--- config.mk ---
export PLATFORM = sky130hd
export DESIGN_NAME = msx_bridge_top
export DESIGN_NICKNAME = d
export VERILOG_FILES = /design/src/logic/msx_pkg.sv /design/src/logic/msx_bridge_top.sv /design/src/logic/bus_isolation.sv /design/src/logic/mapper_regs.sv /design/src/logic/config_regs.sv /design/src/logic/slot_select.sv /design/src/logic/addr_demux.sv
export VERILOG_INCLUDE_DIRS = /design/src /design/src/logic
export SDC_FILE = /design/constraint.sdc
export NUM_CORES = 1
export LEC_CHECK = 0
export ABC_AREA = 0
export BUFFER_PORTS_ARGS = -buffer_cell sky130_fd_sc_hd__buf_2
export CAP_MARGIN = 20
export CORE_MARGIN = 1.5
export CORE_UTILIZATION = 60
export DETAILED_ROUTE_END_ITERATION = 8
export PLACE_DENSITY = 0.95
export SLEW_MARGIN = 10
export SYNTH_ARGS = -nofsm -noshare
export SYNTH_HDL_FRONTEND = slang
export SYNTH_SLANG_ARGS = --single-unit
--- constraint.sdc ---
create_clock -name clk_108m -period 4.3 [get_ports clk_108m]
set_input_delay 0.86 -clock clk_108m [delete_from_list [all_inputs] [get_ports clk_108m]]
set_output_delay 0.86 -clock clk_108m [all_outputs]
set_load 0.02 [all_outputs]
--- src/logic/msx_config.svh ---
`ifndef MSX_CONFIG_SVH
`define MSX_CONFIG_SVH

// --------------------------------------------------
// i/o port map
// --------------------------------------------------
// ppi port a, primary slot register
`define MSX_PORT_PPI_A        8'hA8
// fc..ff, only the upper six bits are decoded
`define MSX_PORT_MAPPER_BASE  6'h3F
`define MSX_PORT_CFG0         8'h40
`define MSX_PORT_CFG1         8'h41
`define MSX_PORT_CFG2         8'h42
// any 4x read hits the config block
`define MSX_CFG_READ_NIBBLE   4'h4

// --------------------------------------------------
// config block
// --------------------------------------------------
// config0 holds the inverted key
`define MSX_CFG_UNLOCK        8'hB7
`define MSX_CFG1_DEFAULT      8'h0B
`define MSX_CFG2_DEFAULT      8'h07

// mapper pages after reset
`define MSX_MAPPER_RESET0     8'h03
`define MSX_MAPPER_RESET1     8'h02
`define MSX_MAPPER_RESET2     8'h01
`define MSX_MAPPER_RESET3     8'h00

// --------------------------------------------------
// timing, in clk_108m cycles
// --------------------------------------------------
`define MSX_DEMUX_TON         4'd3
`define MSX_DEMUX_TP          4'd1
`define MSX_ISO_DELAY         3'd2

`endif
--- src/logic/msx_pkg.sv ---
`default_nettype none

package msx_pkg;

    // z80 side
    typedef logic [15:0] cpu_addr_t;
    typedef logic [7:0]  bus_byte_t;

    // slot decode
    typedef logic [1:0] slot_t;
    typedef logic [3:0] onehot4_t;

    // 8-bit page number followed by 14-bit offset
    typedef logic [21:0] mapper_addr_t;

    typedef enum logic [1:0] {
        DEMUX_IDLE   = 2'd0,
        DEMUX_LATCH  = 2'd1,
        DEMUX_FINISH = 2'd2
    } demux_state_t;

    // rd/wr delay machine
    typedef enum logic [1:0] {
        ISO_IDLE   = 2'd0,
        ISO_ACTIVE = 2'd1,
        ISO_WAIT   = 2'd2
    } iso_state_t;

endpackage

`default_nettype wire

--- src/logic/msx_bridge_top.sv ---
`timescale 1ns/10ps
`default_nettype none

module msx_bridge_top (
    input  wire                     clk_108m,
    input  wire                     bus_reset_n,
    // z80 bus
    input  wire msx_pkg::cpu_addr_t addr,
    input  wire msx_pkg::bus_byte_t cpu_dout,
    input  wire                     m1_n,
    input  wire                     mreq_n,
    input  wire                     iorq_n,
    input  wire                     rd_n,
    input  wire                     wr_n,
    input  wire                     rfsh_n,
    input  wire                     update_addr,
    output msx_pkg::bus_byte_t      cpu_din,
    // cartridge slot side
    input  wire msx_pkg::bus_byte_t ext_data,
    output logic [1:0]              msel,
    output msx_pkg::bus_byte_t      bus_mp,
    output logic                    ext_mreq_n,
    output logic                    ext_iorq_n,
    output logic                    ext_rd_n,
    output logic                    ext_wr_n,
    output logic                    data_drive,
    // memory port
    input  wire msx_pkg::bus_byte_t mem_rdata,
    output msx_pkg::mapper_addr_t   mem_addr,
    output logic                    mem_read,
    output logic                    mem_write
);

    msx_pkg::slot_t     pri_slot;
    msx_pkg::onehot4_t  pri_slot_num;
    msx_pkg::onehot4_t  exp_slot3_num;
    msx_pkg::bus_byte_t exp_slot3_reg;
    logic               xffff;
    logic               cfg_read;
    msx_pkg::bus_byte_t cfg_dout;
    msx_pkg::slot_t     mapper_slot;
    logic               mapper0_en;
    logic               mapper123_en;

    addr_demux i_addr_demux (
        .clk_108m, .bus_reset_n, .addr, .update_addr,
        .msel, .bus_mp
    );

    slot_select i_slot_select (
        .clk_108m, .bus_reset_n, .addr, .cpu_dout,
        .m1_n, .mreq_n, .iorq_n, .wr_n,
        .pri_slot, .pri_slot_num, .exp_slot3_num, .exp_slot3_reg, .xffff
    );

    config_regs i_config_regs (
        .clk_108m, .bus_reset_n, .addr, .cpu_dout,
        .m1_n, .iorq_n, .rd_n, .wr_n,
        .cfg_read, .cfg_dout, .mapper_slot, .mapper0_en, .mapper123_en
    );

    mapper_regs i_mapper_regs (
        .clk_108m, .bus_reset_n, .addr, .cpu_dout,
        .m1_n, .mreq_n, .iorq_n, .rd_n, .wr_n, .rfsh_n,
        .pri_slot, .exp_slot3_num, .xffff,
        .mapper_slot, .mapper0_en, .mapper123_en,
        .mem_addr, .mem_read, .mem_write
    );

    // strobe gating and cpu read-data mux
    bus_isolation i_bus_isolation (
        .clk_108m, .bus_reset_n,
        .mreq_n, .iorq_n, .rd_n, .wr_n,
        .xffff, .pri_slot_num, .mem_read, .mem_write, .mem_rdata,
        .cfg_read, .cfg_dout, .exp_slot3_reg, .ext_data,
        .ext_mreq_n, .ext_iorq_n, .ext_rd_n, .ext_wr_n,
        .data_drive, .cpu_din
    );

endmodule

`default_nettype wire

--- src/logic/bus_isolation.sv ---
`timescale 1ns/10ps
`default_nettype none
`include "msx_config.svh"

module bus_isolation (
    input  wire                     clk_108m,
    input  wire                     bus_reset_n,
    input  wire                     mreq_n,
    input  wire                     iorq_n,
    input  wire                     rd_n,
    input  wire                     wr_n,
    input  wire                     xffff,
    input  wire msx_pkg::onehot4_t  pri_slot_num,
    input  wire                     mem_read,
    input  wire                     mem_write,
    input  wire msx_pkg::bus_byte_t mem_rdata,
    input  wire                     cfg_read,
    input  wire msx_pkg::bus_byte_t cfg_dout,
    input  wire msx_pkg::bus_byte_t exp_slot3_reg,
    input  wire msx_pkg::bus_byte_t ext_data,
    output logic                    ext_mreq_n,
    output logic                    ext_iorq_n,
    output logic                    ext_rd_n,
    output logic                    ext_wr_n,
    output logic                    data_drive,
    output msx_pkg::bus_byte_t      cpu_din
);

    msx_pkg::iso_state_t state;
    logic [2:0]          count;
    logic                rd_dly_n;
    logic                wr_dly_n;
    logic                slot0_rd;
    logic                exp_rd;
    logic                mreq_disable;
    logic                iorq_disable;

    // --------------------------------------------------
    // internal targets
    // --------------------------------------------------
    assign slot0_rd     = !mreq_n && !rd_n && pri_slot_num[0];
    assign exp_rd       = slot0_rd && xffff;
    assign mreq_disable = (!mreq_n && pri_slot_num[0]) || mem_read || mem_write;
    assign iorq_disable = cfg_read;

    assign ext_mreq_n = mreq_n | mreq_disable;
    assign ext_iorq_n = iorq_n | iorq_disable;
    assign ext_rd_n   = rd_n | rd_dly_n | mreq_disable | iorq_disable;
    assign ext_wr_n   = wr_n | wr_dly_n | mreq_disable | iorq_disable;
    assign data_drive = !wr_n && !mreq_disable;

    assign cpu_din = mem_read ? mem_rdata :
                     exp_rd   ? ~exp_slot3_reg :
                     cfg_read ? cfg_dout :
                     slot0_rd ? 8'hFF : ext_data;

    // --------------------------------------------------
    // rd/wr delay so the address settles on the slot bus
    // --------------------------------------------------
    always_ff @(posedge clk_108m or negedge bus_reset_n) begin
        if (!bus_reset_n) begin
            state    <= msx_pkg::ISO_IDLE;
            count    <= 3'd0;
            rd_dly_n <= 1'b1;
            wr_dly_n <= 1'b1;
        end else begin
            case (state)
                msx_pkg::ISO_IDLE: begin
                    count    <= 3'd0;
                    rd_dly_n <= 1'b1;
                    wr_dly_n <= 1'b1;
                    if (!rd_n || !wr_n) begin
                        state <= msx_pkg::ISO_ACTIVE;
                    end
                end
                msx_pkg::ISO_ACTIVE: begin
                    count <= count + 3'd1;
                    if (count == `MSX_ISO_DELAY) begin
                        rd_dly_n <= rd_n;
                        wr_dly_n <= wr_n;
                        state    <= msx_pkg::ISO_WAIT;
                    end
                end
                msx_pkg::ISO_WAIT: begin
                    if (rd_n && wr_n) begin
                        rd_dly_n <= 1'b1;
                        wr_dly_n <= 1'b1;
                        state    <= msx_pkg::ISO_IDLE;
                    end
                end
                default: state <= msx_pkg::ISO_IDLE;
            endcase
        end
    end

    a_ext_rw_exclusive: assert property (@(posedge clk_108m) disable iff (!bus_reset_n)
        ext_rd_n || ext_wr_n);

endmodule

`default_nettype wire

--- src/logic/mapper_regs.sv ---
`timescale 1ns/10ps
`default_nettype none
`include "msx_config.svh"

module mapper_regs (
    input  wire                     clk_108m,
    input  wire                     bus_reset_n,
    input  wire msx_pkg::cpu_addr_t addr,
    input  wire msx_pkg::bus_byte_t cpu_dout,
    input  wire                     m1_n,
    input  wire                     mreq_n,
    input  wire                     iorq_n,
    input  wire                     rd_n,
    input  wire                     wr_n,
    input  wire                     rfsh_n,
    input  wire msx_pkg::slot_t     pri_slot,
    input  wire msx_pkg::onehot4_t  exp_slot3_num,
    input  wire                     xffff,
    input  wire msx_pkg::slot_t     mapper_slot,
    input  wire                     mapper0_en,
    input  wire                     mapper123_en,
    output msx_pkg::mapper_addr_t   mem_addr,
    output logic                    mem_read,
    output logic                    mem_write
);

    msx_pkg::bus_byte_t page_reg [4];
    logic               reg_wr;
    logic               hit;

    assign reg_wr = !iorq_n && m1_n && !wr_n && (addr[7:2] == `MSX_PORT_MAPPER_BASE);

    always_ff @(posedge clk_108m or negedge bus_reset_n) begin
        if (!bus_reset_n) begin
            page_reg[0] <= `MSX_MAPPER_RESET0;
            page_reg[1] <= `MSX_MAPPER_RESET1;
            page_reg[2] <= `MSX_MAPPER_RESET2;
            page_reg[3] <= `MSX_MAPPER_RESET3;
        end else if (reg_wr) begin
            page_reg[addr[1:0]] <= cpu_dout;
        end
    end

    assign mem_addr = {page_reg[addr[15:14]], addr[13:0]};

    // in slot 0 the mapper sits behind sub-slot 3, minus the ffff register
    assign hit = (pri_slot == mapper_slot) &&
                 ((mapper0_en && exp_slot3_num[3] && !xffff) || mapper123_en);

    assign mem_read  = rfsh_n && !mreq_n && !rd_n && hit;
    assign mem_write = !mreq_n && !wr_n && hit;

    a_rw_exclusive: assert property (@(posedge clk_108m) disable iff (!bus_reset_n)
        !(mem_read && mem_write));

endmodule

`default_nettype wire

--- src/logic/config_regs.sv ---
`timescale 1ns/10ps
`default_nettype none
`include "msx_config.svh"

module config_regs (
    input  wire                     clk_108m,
    input  wire                     bus_reset_n,
    input  wire msx_pkg::cpu_addr_t addr,
    input  wire msx_pkg::bus_byte_t cpu_dout,
    input  wire                     m1_n,
    input  wire                     iorq_n,
    input  wire                     rd_n,
    input  wire                     wr_n,
    output logic                    cfg_read,
    output msx_pkg::bus_byte_t      cfg_dout,
    output msx_pkg::slot_t          mapper_slot,
    output logic                    mapper0_en,
    output logic                    mapper123_en
);

    msx_pkg::bus_byte_t config0;
    msx_pkg::bus_byte_t config1;
    logic               io_wr;
    logic               unlocked;

    assign io_wr    = !iorq_n && m1_n && !wr_n;
    assign unlocked = (config0 == `MSX_CFG_UNLOCK);

    always_ff @(posedge clk_108m or negedge bus_reset_n) begin
        if (!bus_reset_n) begin
            config0      <= 8'h00;
            config1      <= `MSX_CFG1_DEFAULT;
            mapper_slot  <= 2'b00;
            mapper0_en   <= 1'b1;
            mapper123_en <= 1'b0;
        end else if (io_wr) begin
            // key is written inverted
            if (addr[7:0] == `MSX_PORT_CFG0) begin
                config0 <= ~cpu_dout;
            end
            if (unlocked && addr[7:0] == `MSX_PORT_CFG1) begin
                config1 <= cpu_dout;
            end
            if (unlocked && addr[7:0] == `MSX_PORT_CFG2) begin
                // bit 7 applies the config1 mapper settings
                if (cpu_dout[7]) begin
                    mapper_slot  <= config1[5:4];
                    mapper0_en   <= config1[0] && (config1[5:4] == 2'b00);
                    mapper123_en <= config1[0] && (config1[5:4] != 2'b00);
                end
            end
        end
    end

    // readback on any 4x port
    assign cfg_read = (addr[7:4] == `MSX_CFG_READ_NIBBLE) && !iorq_n && m1_n && !rd_n;
    assign cfg_dout = (addr[3:0] == 4'h0) ? config0 :
                      (addr[3:0] == 4'h1) ? config1 : 8'hFF;

endmodule

`default_nettype wire

--- src/logic/slot_select.sv ---
`timescale 1ns/10ps
`default_nettype none
`include "msx_config.svh"

module slot_select (
    input  wire                     clk_108m,
    input  wire                     bus_reset_n,
    input  wire msx_pkg::cpu_addr_t addr,
    input  wire msx_pkg::bus_byte_t cpu_dout,
    input  wire                     m1_n,
    input  wire                     mreq_n,
    input  wire                     iorq_n,
    input  wire                     wr_n,
    output msx_pkg::slot_t          pri_slot,
    output msx_pkg::onehot4_t       pri_slot_num,
    output msx_pkg::onehot4_t       exp_slot3_num,
    output msx_pkg::bus_byte_t      exp_slot3_reg,
    output logic                    xffff
);

    msx_pkg::bus_byte_t ppi_reg;
    msx_pkg::slot_t     exp_page_slot;
    logic               ppi_wr;
    logic               exp_wr;

    // --------------------------------------------------
    // register writes
    // --------------------------------------------------
    assign ppi_wr = (addr[7:0] == `MSX_PORT_PPI_A) && !iorq_n && m1_n && !wr_n;
    // xffff lags the address by a cycle
    assign exp_wr = !mreq_n && !wr_n && xffff && pri_slot_num[0];

    always_ff @(posedge clk_108m or negedge bus_reset_n) begin
        if (!bus_reset_n) begin
            ppi_reg       <= 8'h00;
            exp_slot3_reg <= 8'h00;
            xffff         <= 1'b0;
        end else begin
            xffff <= (addr == 16'hFFFF);
            if (ppi_wr) begin
                ppi_reg <= cpu_dout;
            end
            if (exp_wr) begin
                exp_slot3_reg <= cpu_dout;
            end
        end
    end

    // --------------------------------------------------
    // per-page decode
    // --------------------------------------------------
    // two bits per page, page 0 in the low bits
    assign pri_slot      = ppi_reg[{addr[15:14], 1'b0} +: 2];
    assign exp_page_slot = exp_slot3_reg[{addr[15:14], 1'b0} +: 2];

    assign pri_slot_num  = 4'b0001 << pri_slot;
    assign exp_slot3_num = 4'b0001 << exp_page_slot;

    // registered ffff flag, the address has to hold through the write
    a_exp_wr_addr: assert property (@(posedge clk_108m) disable iff (!bus_reset_n)
        exp_wr |-> (addr == 16'hFFFF));

endmodule

`default_nettype wire

--- src/logic/addr_demux.sv ---
`timescale 1ns/10ps
`default_nettype none
`include "msx_config.svh"

module addr_demux (
    input  wire                     clk_108m,
    input  wire                     bus_reset_n,
    input  wire msx_pkg::cpu_addr_t addr,
    input  wire                     update_addr,
    output logic [1:0]              msel,
    output msx_pkg::bus_byte_t      bus_mp
);

    // --------------------------------------------------
    // strobe schedule, counted from LATCH entry
    // --------------------------------------------------
    localparam logic [3:0] T_HI_ON  = 4'd1;
    localparam logic [3:0] T_HI_OFF = T_HI_ON + `MSX_DEMUX_TON;
    localparam logic [3:0] T_LO_SEL = T_HI_OFF + `MSX_DEMUX_TP;
    localparam logic [3:0] T_LO_ON  = T_LO_SEL + `MSX_DEMUX_TP;
    localparam logic [3:0] T_LO_OFF = T_LO_ON + `MSX_DEMUX_TON;

    msx_pkg::demux_state_t state;
    logic [3:0]            count;
    logic                  low_byte;

    // high byte until the low byte is selected
    assign bus_mp = low_byte ? addr[7:0] : addr[15:8];

    always_ff @(posedge clk_108m or negedge bus_reset_n) begin
        if (!bus_reset_n) begin
            state    <= msx_pkg::DEMUX_IDLE;
            count    <= 4'd0;
            low_byte <= 1'b0;
            msel     <= 2'b00;
        end else begin
            case (state)
                msx_pkg::DEMUX_IDLE: begin
                    count    <= 4'd0;
                    low_byte <= 1'b0;
                    msel     <= 2'b00;
                    if (update_addr) begin
                        state <= msx_pkg::DEMUX_LATCH;
                    end
                end
                msx_pkg::DEMUX_LATCH: begin
                    count <= count + 4'd1;
                    case (count)
                        T_HI_ON:  msel[1] <= 1'b1;
                        T_HI_OFF: msel[1] <= 1'b0;
                        T_LO_SEL: low_byte <= 1'b1;
                        T_LO_ON:  msel[0] <= 1'b1;
                        T_LO_OFF: begin
                            msel[0] <= 1'b0;
                            state   <= msx_pkg::DEMUX_FINISH;
                        end
                        default: ;
                    endcase
                end
                // hold the low byte until the cpu drops update_addr
                msx_pkg::DEMUX_FINISH: begin
                    if (!update_addr) begin
                        state <= msx_pkg::DEMUX_IDLE;
                    end
                end
                default: state <= msx_pkg::DEMUX_IDLE;
            endcase
        end
    end

    // both latches strobed at once would corrupt the external address
    a_msel_exclusive: assert property (
        @(posedge clk_108m) disable iff (!bus_reset_n) msel != 2'b11);

endmodule

`default_nettype wire

==> impl_metrics.ini, run 1 <==
[detailed_routing]
wl_per_cell_um = 20.10
drtAntennaViolNets = 0
route.detailed.drc = 0
vias = 3664
drt_iter0_drc = 278
avgViaCountPerCell = 6.263
drtPass1Iterations = 5
routed_wirelength_um = 11760

[sta]
maxSlewHeadroom = 0.4611
slew_viol_final = 0
period_share = 0.8714
hold_ws_ns = 0.4658
finClkSkew_ns = 0.01101
tightest_slew_ns = 0.8067
timing_hold_violations_final = 0
rsz0062_at_grt = no
finalSetupViolations = 0
tns_ns = 0
fmax_ghz = 0.2669
fin_crit_ns = 3.747

[setup_path]
crit_required_ns = 3.44
worstPathMaxFanout = 9
critPathKind = input pin to output port
worstPathArrival_ns = 2.89
startpoint_type = input pin
cp_common_cell = buf_2
crit_slowest_cell = mux4_2
crit_chain = buf_2, mux4_2, xnor2_1, and2_1, nand3_1, mux2_2, buf_2
cp-end-kind = output port
ff2ff_path_depth = 5
slowest_delay_ns = 0.54

[yosys]
ys_seq_area_frac = 0.4537
synthTopCellsByArea = dfrtp_1, mux2_2, mux4_2
synth_edf_count = 0
synth_flop_cell = dfrtp_1
synth_top_area_frac = 0.3980
async_flop_share = 1.000
syn_area_sq_um = 4716
avgSynthCellArea_sq_um = 11.62
synth_nets = 461
ys_seq_elements = 85
synth_top_cell_by_area = dfrtp_1
yosys_warnings = 0
synth_cell_types = 53
syn_inst = 406

[floorplanning]
ios = 96
die_h_um = 91.66
core_area_sq_um = 7647
rows = 32
initial_core_util = 0.6167
die_x_um = 91.66
die_area_sq_um = 8401

[global_route]
grt_max_degree = 86
grt_usage = 0.2918
grt_pass1_wl_um = 18700
grt_pass1_vias = 3609
overflow = 0
antenna_found_initial = 0

[finish]
drive_gt1_frac = 0.4576
utilization = 0.7032
syn_to_final_growth_pct = 14.04
n_antenna_cell = 0
fillers = 531
largest_register_ffs = 32
final_net_count = 533

[placement]
dp_hpwl_um = 8154
routabilityCongestion = 0.9023
io_buffer_count = 95

[worst_hold_path]
hold_class = input pin to async pin

[clocking]
clk_latency_ns = 0.35
clockBufferDepth = 2
cts_made_buffers = 9
postCtsSetupRepairBufs = 0
cts_tree = built
cts.sinks = 85
root_buffer = clkbuf_8
post_cts_resized = 0
postCtsHoldBufs = 0
htreeDepth = 3
clkTransAtPathRegs_ns = 0.09

[pwr]
pwr_density_cell_nw_per_um2 = 386.6
ir_worst_vdd_mv = 0.2695
leakagePower_nw = 2.568

[job]
drv_cap = 0

[status]
outcome = complete, no violations
[final cells by class]
type | count | area, sq um | area share
clock inverter | 5 | 83.83 | 0.01559
multi-input combinational | 273 | 2323 | 0.4321
timing repair buffer | 100 | 528.0 | 0.09819
sequential | 85 | 2140 | 0.3979
inverter | 9 | 33.78 | 0.006282
tap | 102 | 127.6 | 0.02373
clock buffer | 11 | 141.4 | 0.02629
[critical path: cells and delay by family]
| family | cells | cell delay, ns |
|---|---|---|
| buffers and inverters | 2 | 0.37 |
| and+or+nand+nor | 2 | 0.52 |
| muxes | 2 | 0.93 |
| xor gates and xnor gates | 1 | 0.20 |
[logic make-up after synthesis]
family          count (synthesis)  share of synthesized area
xor+xnor                        2                   0.003715
compound gates                 62                    0.08570
simple gates                  105                     0.1210
fa+ha+maj                       6                    0.01592
buf+inv                        48                    0.05359
flops                          85                     0.4537
mux                            98                     0.2664
[where the power goes]
part,switching (W),internal (W),leakage (nW)
Combinational,0.000273,0.000204,1.34
Sequential,0.0000966,0.000875,1.12
Clock,0.000287,0.000344,0.106
Total,0.000656,0.00142,2.57
[synthesized netlist by cell type, drive strengths merged, types with 2 or more instances]
cell type	instances
mux2	76
dfrtp	75
nand2	30
o21ai	28
buf	22
nor2	19
clkbuf	17
mux4	12
nand4	11
dfstp	10
mux2i	10
inv	9
a211oi	8
o32ai	8
ha	6
nand3	6
nor2b	6
a21oi	5
or2	5
nor3	4
or3	4
a31oi	3
nand3b	3
a311o	2
and2	2
nand4b	2
nor3b	2
nor4b	2
xnor2	2
[layer usage]
metal,wire [um],up-vias,track usage
li1,-,1624,-
met1,4706,1850,0.3786
met2,5848,158,0.4670
met3,817,32,0.06633
met4,388,0,0.1367
met5,0,-,0
[cell usage in the layout, fill, tap and decap left out, types with 8 or more instances in the layout]
cell      synthesis  layout
dfstp_2          10      10
a211oi_1          8       8
mux2_4            8       8
nor2_1           19      19
buf_2             4      94
o21ai_0          28      28
mux2i_1          10      10
nand4_1          11      11
dfrtp_1          75      75
mux4_2           12      12
clkbuf_8          0      10
nand2_1          30      30
inv_1             9       9
mux2_2           68      68
o32ai_1           8       8
[metrics by stage]
stage	instances	area, sq um	total power [W]	worst slack [ns]
floorplan	406	4716	0.001290	0.8886
global placement	568	5132	0.001417	0.6870
detailed placement	568	5132	0.001443	0.5540
CTS	584	5358	0.002070	0.5632
global route	585	5378	0.002168	0.4138
finish	585	5378	0.002079	0.5532
[path summary, 6_finish.rpt]
| path | endpoint | from | slack (ns) |
|---|---|---|---|
| max in group asynchronous | i_config_regs.config1[3] | bus_reset_n | 3.16 |
| min | i_addr_demux.state[1] | bus_reset_n | 0.47 |
| min in group clk_108m | i_mapper_regs.page_reg[2] | i_mapper_regs.page_reg[2] | 0.51 |
| max | cpu_din[6] | addr[14] | 0.55 |
| min reg2reg | i_mapper_regs.page_reg[2] | i_mapper_regs.page_reg[2] | 0.51 |
| max reg2reg | i_slot_select.exp_slot3_reg[4] | i_slot_select.ppi_reg[2] | 1.84 |
Note: power is estimated with default switching activity, not from simulation.
==> inputs of run 2 (changes only) <==
--- a/config.mk
+++ b/config.mk
@@ -9,10 +9,12 @@
 export ABC_AREA = 0
 export BUFFER_PORTS_ARGS = -buffer_cell sky130_fd_sc_hd__buf_2
 export CAP_MARGIN = 20
+export CORE_ASPECT_RATIO = 0.5
 export CORE_MARGIN = 1.5
 export CORE_UTILIZATION = 60
 export DETAILED_ROUTE_END_ITERATION = 8
 export PLACE_DENSITY = 0.95
+export SKIP_LAST_GASP = 1
 export SLEW_MARGIN = 10
 export SYNTH_ARGS = -nofsm -noshare
 export SYNTH_HDL_FRONTEND = slang
==> run 2 against run 1 <==
Worst hold slack got worse by 0.053 ns. Utilization rose by 3.2 points. Register-to-register slack barely moved. Fmax fell by 2.3%. Flip-flop and latch count did not move. Critical path depth did not move. Final cell count rose by 1.0%. Clock skew fell by 0.0070 ns. Worst setup slack got worse by 0.090 ns. Largest cell class unchanged. Highest routed layer unchanged.
==> impl_metrics.ini, run 2 (synthesized netlist as in run 1, its figures left out) <==
[status]
outcome = complete, no violations

[placement]
pre_cts_slack_ns = 0.5095
routabilityCongestion = 0.8701
dp_hpwl_um = 8066
io_buffer_count = 95

[detailed_routing]
wl_per_cell_um = 20.74
avgViaCountPerCell = 6.276
drtAntennaViolNets = 0
drtPass1Iterations = 5
vias = 3709
routed_wirelength_um = 12260
drt_iter0_drc = 381
route.detailed.drc = 0

[finish]
layout_commonest_cell = buf_2
n_antenna_cell = 0
most-common-layout-cells = buf_2, dfrtp_1, mux2_2
final_net_count = 533
regArea_sq_um = 2140
multi_input_area_sq_um = 2323
syn_to_final_growth_pct = 16.37
utilization = 0.7357
largest_register_ffs = 32
drive_gt1_frac = 0.4596
fillers = 455

[clocking]
clkTransAtPathRegs_ns = 0.06
post_cts_resized = 0
cts.sinks = 85
postCtsSetupRepairBufs = 0
clk_latency_ns = 0.34
clockBufferDepth = 2
postCtsHoldBufs = 0
cts_made_buffers = 9
root_buffer = clkbuf_16
htreeDepth = 3
cts_tree = built

[sta]
timing_hold_violations_final = 0
tns_ns = 0
finClkSkew_ns = 0.004039
fin_crit_ns = 3.837
tightest_slew_ns = 0.8767
fmax_ghz = 0.2606
finalSetupViolations = 0
rsz0062_at_grt = no
slew_viol_final = 0
setup_ws_ns = 0.4634
period_share = 0.8922
maxSlewHeadroom = 0.4144

[pwr]
intPower_w = 0.001578
power_switching_w = 0.0007017
comb_power_share = 0.211
p_sw_frac = 0.3078
power_w = 0.002280
pwr-share-seq = 0.429
leakagePower_nw = 2.617
ir_worst_vdd_mv = 0.2853
pwr-share-clk = 0.360
pwr_density_cell_nw_per_um2 = 415.4

[setup_path]
r2r_end = i_slot_select.exp_slot3_reg[7]
worstPathArrival_ns = 2.98
ff2ff_path_depth = 5
startpoint_type = input pin
regToRegSetupSlack_ns = 1.84
critPathKind = input pin to output port
r2r-start = i_slot_select.ppi_reg[6]
worstPathMaxFanout = 17
crit_required_ns = 3.44
cp-end-kind = output port

[floorplanning]
die_h_um = 65.69
rows = 22
die_area_sq_um = 8433
initial_core_util = 0.6322
core_area_sq_um = 7460
ios = 96
die_x_um = 128.4

[global_route]
antenna_found_initial = 0
grt_pass1_vias = 3627
grt_pass1_wl_um = 19050
grt_usage = 0.3061
overflow = 0
grt_max_degree = 86

[job]
drv_cap = 0

[worst_hold_path]
hold_class = input pin to async pin
## run 2: cell types whose count changed in the layout (fill, tap and decap cells not counted), sizes merged
| cell | before | now |
|---|---|---|
| bufinv | 2 | 1 |
| clkinv | 1 | 0 |
| clkbuf | 11 | 12 |
| inv | 9 | 10 |
## run 2: area by class of cell
cell class                 count  area share
multi-input combinational    273      0.4234
sequential                    85      0.3899
timing repair buffer         100     0.09758
clock buffer                  12     0.04856
tap                          108     0.02462
clock inverter                 4    0.009804
inverter                       9    0.006156
## run 2: worst max path at each step
stage,startpoint,end,cells past startpoint
final,addr[15],cpu_din[4],7
after global routing,addr[15],cpu_din[4],7
after CTS,addr[15],cpu_din[4],7
after detailed placement,addr[15],cpu_din[4],7
after global placement,addr[15],cpu_din[0],7
after floorplan,addr[14],cpu_din[0],6
## run 2: power groups by stage
| stage | Clock, W | Combinational, W | Sequential, W |
|---|---|---|---|
| finish | 0.000820 | 0.000481 | 0.000978 |
| global route | 0.000856 | 0.000529 | 0.000983 |
| CTS | 0.000816 | 0.000477 | 0.000972 |
| detailed placement | 0 | 0.000457 | 0.000981 |
| global placement | 0 | 0.000437 | 0.000974 |
| floorplan | 0 | 0.000352 | 0.000938 |
## run 2: worst max-delay path: stages
cell and delay [ns]:
buf_2 0.37, mux4_2 0.39, xnor2_1 0.20, and2_1 0.21, nand3_1 0.36, mux2_2 0.41
buf_2 0.16
## run 2: layer usage
metal	GRT usage	share of wire	up-vias	routed length, um
met5	0	0	-	0
met4	0.1124	0.017	0	205
met3	0.07085	0.074	25	903
met2	0.4973	0.49	183	5980
met1	0.4083	0.42	1866	5170
li1	-	-	1635	-
## run 2: metrics by stage
stage / hold WS [ns] / instances / area (sq um)
final: 0.4132 / 591 / 5488
after floorplan: 0.4620 / 406 / 4716
after global placement: 0.4841 / 574 / 5140
after CTS: 0.5127 / 590 / 5460
after detailed placement: 0.4866 / 574 / 5140
after global routing: 0.4311 / 591 / 5488
